[src/verilog/rob_pkg.sv]
package rob_pkg;

    localparam int rob_depth = 16;
    localparam int tag_w     = $clog2(rob_depth);
    localparam int reg_w     = 5;
    localparam int data_w    = 32;
    localparam int addr_w    = 32;

    typedef logic [tag_w-1:0]  rob_tag_t;
    typedef logic [reg_w-1:0]  reg_name_t;
    typedef logic [data_w-1:0] data_t;
    typedef logic [addr_w-1:0] addr_t;

    // occupancy runs 0..rob_depth inclusive
    typedef logic [tag_w:0]    rob_cnt_t;

    typedef enum logic [1:0] {
        op_alu    = 2'd0,
        op_load   = 2'd1,
        op_store  = 2'd2,
        op_branch = 2'd3
    } rob_op_e;

    typedef struct packed {
        rob_op_e   op;
        reg_name_t rd;
        logic      pred_taken;
    } alloc_req_t;

    // writeback from execute or load/store buffer
    typedef struct packed {
        rob_tag_t tag;
        data_t    data;
        logic     taken;
        addr_t    target;
    } result_t;

    typedef struct packed {
        rob_op_e   op;
        reg_name_t rd;
        logic      pred_taken;
        logic      done;
        logic      taken;
        data_t     data;
        addr_t     target;
        logic      released;
    } rob_entry_t;

    typedef struct packed {
        reg_name_t rd;
        data_t     data;
        rob_tag_t  tag;
    } commit_t;

endpackage

[src/verilog/rob_alloc.sv]
`timescale 1ns/1ps

module rob_alloc
    import rob_pkg::*;
(
    input  logic     clk,
    input  logic     rst_n,
    input  logic     rdy,
    input  logic     alloc_en,
    input  logic     retire,
    input  logic     squash,
    output rob_tag_t tail,
    output logic     alloc_fire,
    output logic     full
);

    rob_cnt_t count;

    assign full       = (count == rob_cnt_t'(rob_depth));
    assign alloc_fire = alloc_en && rdy && !full;

    // tail wraps on its own at 4 bits
    always_ff @(posedge clk) begin
        if (!rst_n) begin
            tail <= '0;
        end else if (squash) begin
            tail <= '0;
        end else if (alloc_fire) begin
            tail <= tail + 1'b1;
        end
    end

    always_ff @(posedge clk) begin
        if (!rst_n) begin
            count <= '0;
        end else if (squash) begin
            count <= '0;
        end else if (rdy) begin
            case ({alloc_fire, retire})
                2'b10: begin
                    count <= count + 1'b1;
                end
                2'b01: begin
                    count <= count - 1'b1;
                end
                default: begin
                    // both or neither, no change
                    count <= count;
                end
            endcase
        end
    end

endmodule

[src/verilog/rob_entries.sv]
`timescale 1ns/1ps

module rob_entries
    import rob_pkg::*;
(
    input  logic       clk,
    input  logic       rst_n,
    input  logic       rdy,
    input  logic       alloc_fire,
    input  rob_tag_t   tail,
    input  alloc_req_t alloc_req,
    input  logic       ex_en,
    input  result_t    ex_res,
    input  logic       sb_en,
    input  result_t    sb_res,
    input  rob_tag_t   head,
    input  logic       retire,
    input  logic       store_mark,
    input  logic       squash,
    output rob_entry_t head_entry,
    output logic       head_valid
);

    logic [rob_depth-1:0] occupied;
    rob_entry_t           mem [rob_depth];

    rob_entry_t new_entry;
    logic       ex_ok;
    logic       sb_ok;
    logic       same_tag;

    always_comb begin
        new_entry            = '0;
        new_entry.op         = alloc_req.op;
        new_entry.rd         = alloc_req.rd;
        new_entry.pred_taken = alloc_req.pred_taken;
    end

    // a result lands once, and only on a live entry
    assign ex_ok = ex_en && occupied[ex_res.tag] && !mem[ex_res.tag].done;

    assign same_tag = (ex_res.tag == sb_res.tag);

    // execute wins on a tag collision
    assign sb_ok = sb_en && occupied[sb_res.tag] && !mem[sb_res.tag].done
                   && !(ex_ok && same_tag);

    always_ff @(posedge clk) begin
        if (!rst_n) begin
            occupied <= '0;
        end else if (squash) begin
            occupied <= '0;
        end else if (rdy) begin
            if (alloc_fire) begin
                occupied[tail] <= 1'b1;
            end
            if (retire) begin
                occupied[head] <= 1'b0;
            end
        end
    end

    always_ff @(posedge clk) begin
        if (rdy) begin
            if (alloc_fire) begin
                mem[tail] <= new_entry;
            end

            if (ex_ok) begin
                mem[ex_res.tag].done   <= 1'b1;
                mem[ex_res.tag].data   <= ex_res.data;
                mem[ex_res.tag].taken  <= ex_res.taken;
                mem[ex_res.tag].target <= ex_res.target;
            end

            // load data or store ack, branch fields untouched
            if (sb_ok) begin
                mem[sb_res.tag].done <= 1'b1;
                mem[sb_res.tag].data <= sb_res.data;
            end

            if (store_mark) begin
                mem[head].released <= 1'b1;
            end
        end
    end

    assign head_entry = mem[head];
    assign head_valid = occupied[head];

endmodule

[src/verilog/rob_commit.sv]
`timescale 1ns/1ps

module rob_commit
    import rob_pkg::*;
(
    input  logic       clk,
    input  logic       rst_n,
    input  logic       rdy,
    input  logic       flush_in,
    input  logic       head_valid,
    input  rob_entry_t head_entry,
    output rob_tag_t   head,
    output logic       retire,
    output logic       squash,
    output logic       store_mark,
    output logic       rf_we,
    output commit_t    rf_wr,
    output logic       store_release,
    output rob_tag_t   store_tag,
    output logic       flush,
    output addr_t      redirect_pc
);

    logic is_store;
    logic is_branch;
    logic mispredict;
    logic flush_q;

    assign is_store  = (head_entry.op == op_store);
    assign is_branch = (head_entry.op == op_branch);

    assign retire     = rdy && head_valid && head_entry.done;
    assign mispredict = retire && is_branch
                        && (head_entry.taken != head_entry.pred_taken);

    // the branch itself still writes its link register
    assign rf_we       = retire && !is_store;
    assign rf_wr.rd    = head_entry.rd;
    assign rf_wr.data  = head_entry.data;
    assign rf_wr.tag   = head;

    // store waits at head until the buffer acks it
    assign store_release = rdy && head_valid && is_store
                           && !head_entry.done && !head_entry.released;
    assign store_mark    = store_release;
    assign store_tag     = head;

    assign squash = rdy && (flush_in || mispredict);

    always_ff @(posedge clk) begin
        if (!rst_n) begin
            head <= '0;
        end else if (squash) begin
            head <= '0;
        end else if (retire) begin
            head <= head + 1'b1;
        end
    end

    // pulse holds through a stall, shows once rdy returns
    always_ff @(posedge clk) begin
        if (!rst_n) begin
            flush_q <= 1'b0;
        end else if (rdy) begin
            flush_q <= mispredict;
        end
    end

    always_ff @(posedge clk) begin
        if (mispredict) begin
            redirect_pc <= head_entry.target;
        end
    end

    assign flush = flush_q && rdy;

endmodule

[src/verilog/rob_top.sv]
`timescale 1ns/1ps

module rob_top
    import rob_pkg::*;
(
    input  logic       clk,
    input  logic       rst_n,
    input  logic       rdy,
    input  logic       alloc_en,
    input  alloc_req_t alloc_req,
    input  logic       ex_en,
    input  result_t    ex_res,
    input  logic       sb_en,
    input  result_t    sb_res,
    input  logic       flush_in,
    output logic       full,
    output rob_tag_t   alloc_tag,
    output logic       rf_we,
    output commit_t    rf_wr,
    output logic       store_release,
    output rob_tag_t   store_tag,
    output logic       flush,
    output addr_t      redirect_pc
);

    rob_tag_t   tail;
    rob_tag_t   head;
    logic       alloc_fire;
    logic       retire;
    logic       squash;
    logic       store_mark;
    logic       head_valid;
    rob_entry_t head_entry;

    assign alloc_tag = tail;

    rob_alloc u_alloc (
        .clk        (clk),
        .rst_n      (rst_n),
        .rdy        (rdy),
        .alloc_en   (alloc_en),
        .retire     (retire),
        .squash     (squash),
        .tail       (tail),
        .alloc_fire (alloc_fire),
        .full       (full)
    );

    rob_entries u_entries (
        .clk        (clk),
        .rst_n      (rst_n),
        .rdy        (rdy),
        .alloc_fire (alloc_fire),
        .tail       (tail),
        .alloc_req  (alloc_req),
        .ex_en      (ex_en),
        .ex_res     (ex_res),
        .sb_en      (sb_en),
        .sb_res     (sb_res),
        .head       (head),
        .retire     (retire),
        .store_mark (store_mark),
        .squash     (squash),
        .head_entry (head_entry),
        .head_valid (head_valid)
    );

    rob_commit u_commit (
        .clk           (clk),
        .rst_n         (rst_n),
        .rdy           (rdy),
        .flush_in      (flush_in),
        .head_valid    (head_valid),
        .head_entry    (head_entry),
        .head          (head),
        .retire        (retire),
        .squash        (squash),
        .store_mark    (store_mark),
        .rf_we         (rf_we),
        .rf_wr         (rf_wr),
        .store_release (store_release),
        .store_tag     (store_tag),
        .flush         (flush),
        .redirect_pc   (redirect_pc)
    );

endmodule

[config.mk]
export PLATFORM = sky130hd
export DESIGN_NAME = rob_top
export DESIGN_NICKNAME = d
export VERILOG_FILES = /design/src/verilog/rob_pkg.sv /design/src/verilog/rob_alloc.sv /design/src/verilog/rob_entries.sv /design/src/verilog/rob_commit.sv /design/src/verilog/rob_top.sv
export SDC_FILE = /design/constraint.sdc
export NUM_CORES = 2
export LEC_CHECK = 0
export BUFFER_PORTS_ARGS = -buffer_cell sky130_fd_sc_hd__buf_2
export CAP_MARGIN = 40
export CORE_ASPECT_RATIO = 0.8
export CORE_MARGIN = 2
export CORE_UTILIZATION = 40
export DETAILED_ROUTE_END_ITERATION = 8
export PLACE_DENSITY = 0.66
export SYNTH_ARGS = -nofsm -noshare
export SYNTH_HDL_FRONTEND = slang
export SYNTH_SLANG_ARGS = --single-unit
[constraint.sdc]
create_clock -name clk -period 7.3 [get_ports clk]
set_input_delay 0.73 -clock clk [delete_from_list [all_inputs] [get_ports clk]]
set_output_delay 0.73 -clock clk [all_outputs]
set_load 0.01 [all_outputs]
==> flow_summary_export.csv <==
group,metric,value,unit
status,status,"completed",
yosys,syn-num-nets,4320,
global_route,grt_pass1_wl,272,mm
power,peakVddDrop,157,uV
die,die_h,350,um
timing,fin_setup_tns,0,ps
drt,drt_drc_violations_left,0,
worst_hold_path,min_delay_path_depth,2,
global_route,top_usage_layer,"met2",
worst_hold_path,hp-class,"input port to flip-flop",
clocking,cts_tree,"yes",
yosys,async_flop_share,0,%
final_layout,fillers,12888,
final_layout,final_cell_mix,"1200 x edfxtp_1, 537 x and2_1, 520 x nand2_1",
global_route,grt_max_degree,99,
global_route,grtUsageTotal,24.4,%
critical_path,critPathArrivalTime,4470,ps
drt,num_vias,38695,
timing,worst_pin_slew,1010,ps
clocking,cts_resized,0,
global_route,globalRouteMet3Util,6.51,%
clocking,numCtsBuffers,135,
final_layout,areaGrowthSynthToFinish,11.9,%
yosys,ys_seq_area_share,62.5,%
yosys,ys_ff_latch,1266,
placed_design,port_buffers,204,
final_layout,fin_nets,4286,
yosys,synth-edff-count,1200,
critical_path,crit_required,6570,ps
timing,fin_skew,34.9,ps
yosys,yosys_warnings,0,
critical_path,crit_path_end_kind,"output port",
drt,wl_per_cell,30.2,um
drt,viasPerCell,6.22,
final_layout,layout_commonest_cell,"edfxtp_1",
drt,drt-total-wl,188,mm
clocking,cts_root_buffer,"clkbuf_16",
timing,fmax,192,MHz
drt,drt_iter0_drc,5760,
clocking,clkLatencyLatePin,790,ps
yosys,synth.distinct_cells,62,
die,io_pins,238,
drt,postRouteAntennaNets,0,
yosys,syn_area,0.0598,mm^2
die,start_util,40.4,%
die,dieArea,0.153,mm^2
drt,dr.pass1.iters,6,
critical_path,path_class,"flip-flop to output port",
power,finalPower,14.9,mW
timing,fin_crit_sh,71.2,%
global_route,gr-total-overflow,0,
timing,setup_viol,0,
placed_design,gp_congestion,0.833,
clocking,clk_pin_slew_worst_paths,60,ps
timing,slew_viol_final,0,
timing,fin_crit,5200,ps
yosys,synth_top_flop_cell,"edfxtp_1",
die,core,0.148,mm^2
placed_design,hpwl,102,mm
critical_path,crit_fanout,80,
global_route,use_met2,37.9,%
clocking,cts_setup_buffers,0,
final_layout,utilization,45.2,%
critical_path,r2r_cells,15,
power,p_leak,21.8,nW
clocking,htreeDepth,4,
die,std_cell_rows,126,
worst_hold_path,min_to,"u_commit.flush_q",
final_layout,drive_gt1_share,22.7,%
worst_hold_path,min_from,"rst_n",
yosys,avgSynthCellArea,14.4,um^2
global_route,antenna_found_initial,35,
timing,rsz0062_at_grt,"no",
power,power_density,223,mW/mm^2
timing,finalHoldViolations,0,
critical_path,rr_endpoint,"u_alloc.count[4]",
timing,max-slew-margin-rel,32.3,%
clocking,clockBufferDepth,3,
final_layout,final_cells,6219,
critical_path,crit_path_start_kind,"flip-flop",
die,fp.dieW,436,um
run,cap_viol_max_count,0,
clocking,ctsHoldBuffers,0,
clocking,clkSinkCount,1266,
global_route,grtUsageMet1,32.6,%
yosys,synth_cells,4156,
placed_design,dp.cells,5969,
critical_path,reg2reg_slack,2780,ps
global_route,grt_pass1_vias,38408,
-- area by class of cell --
type / instances / area [um^2] / share of cell area [%]
multi-input combinational: 2374 / 20600 / 30.8
clock buffer: 183 / 3620 / 5.41
clock inverter: 52 / 573 / 0.856
tap: 1984 / 2480 / 3.71
sequential: 1266 / 37400 / 55.8
antenna: 15 / 37.5 / 0.0561
inverter: 31 / 116 / 0.174
timing repair buffer: 314 / 2120 / 3.17
-- worst max-delay path by stage --
stage	cells after the start	to	from	slack (ps)
after global placement	10	u_entries.mem[9][51]	ex_res[65]	2370
final	7	store_release	flip-flop	2100
after global routing	7	store_release	flip-flop	1870
after CTS	7	store_release	flip-flop	2050
after detailed placement	11	u_entries.mem[12][52]	ex_res[65]	2460
after floorplan	8	u_entries.mem[5][33]	ex_res[66]	1350
-- cells by family (layout without fill, tap and decap cells) --
group / after synthesis / count (layout) / share of synthesized area [%]
buffers and inverters: 516 / 580 / 3.66
AND/OR/NAND/NOR: 1332 / 1332 / 11.3
adder cells (fa/ha/maj): 11 / 11 / 0.230
flip-flops: 1266 / 1266 / 62.5
XOR/XNOR: 15 / 15 / 0.220
other: 0 / 15 / 0
multiplexers: 396 / 396 / 14.7
AO/OA/AOI/OAI: 620 / 620 / 7.36
-- through the flow --
stage               setup WS (ps)  instance area [um^2]  hold WS, ps
finish                       2100                 66900          230
global route                 1870                 66900          212
CTS                          2050                 66900          187
global placement             2370                 62400          441
floorplan                    1350                 59800          434
detailed placement           2460                 62700          448
-- critical path: stages (launching register included) --
cell	delay [ps]
dfxtp_4	680
buf_12	510
mux4_2	580
a22oi_1	300
nand3_1	140
nand2b_1	230
nor4_4	780
buf_2	320
-- cells in the mapped netlist (all sizes together), types with 11 or more instances --
| master | instances | area (um^2) |
|---|---|---|
| edfxtp | 1200 | 36000 |
| and2 | 537 | 3360 |
| nand2 | 527 | 1980 |
| mux4 | 388 | 8740 |
| clkbuf | 319 | 1200 |
| o21ai | 281 | 1410 |
| buf | 166 | 875 |
| o41ai | 127 | 1110 |
| a32o | 93 | 931 |
| nor3 | 89 | 445 |
| dfxtp | 66 | 1320 |
| nor2 | 47 | 176 |
| a22o | 43 | 377 |
| nand3 | 42 | 210 |
| inv | 30 | 113 |
| a21oi | 21 | 105 |
| nor4 | 21 | 146 |
| nand2b | 20 | 125 |
| a211oi | 16 | 120 |
| nor2b | 15 | 93.8 |
| ha | 11 | 138 |
-- registers in the layout (all words and copies together), names as in the netlist, named ones only --
signal and cells:
u_alloc.tail 4, u_commit.head 4, u_alloc.count 5, u_commit.flush_q 1, u_entries.mem 1200, u_commit.redirect_pc 32, u_entries.occupied 16
-- routing by layer --
layer  part of all wire [%]  wire length (um)
met2                     46             86500
met4                    3.7              6960
met5                  0.062               116
met1                     38             70700
met3                     12             23300
-- report_power, final --
group | leakage (nW) | switching [mW] | total (mW) | internal (mW)
sequential | 12.4 | 0.00852 | 7.87 | 7.86
clock | 2.01 | 3.01 | 6.65 | 3.64
combinational | 7.32 | 0.304 | 0.396 | 0.0922
total | 21.8 | 3.32 | 14.9 | 11.6
Note: power is estimated with default switching activity, not from simulation.
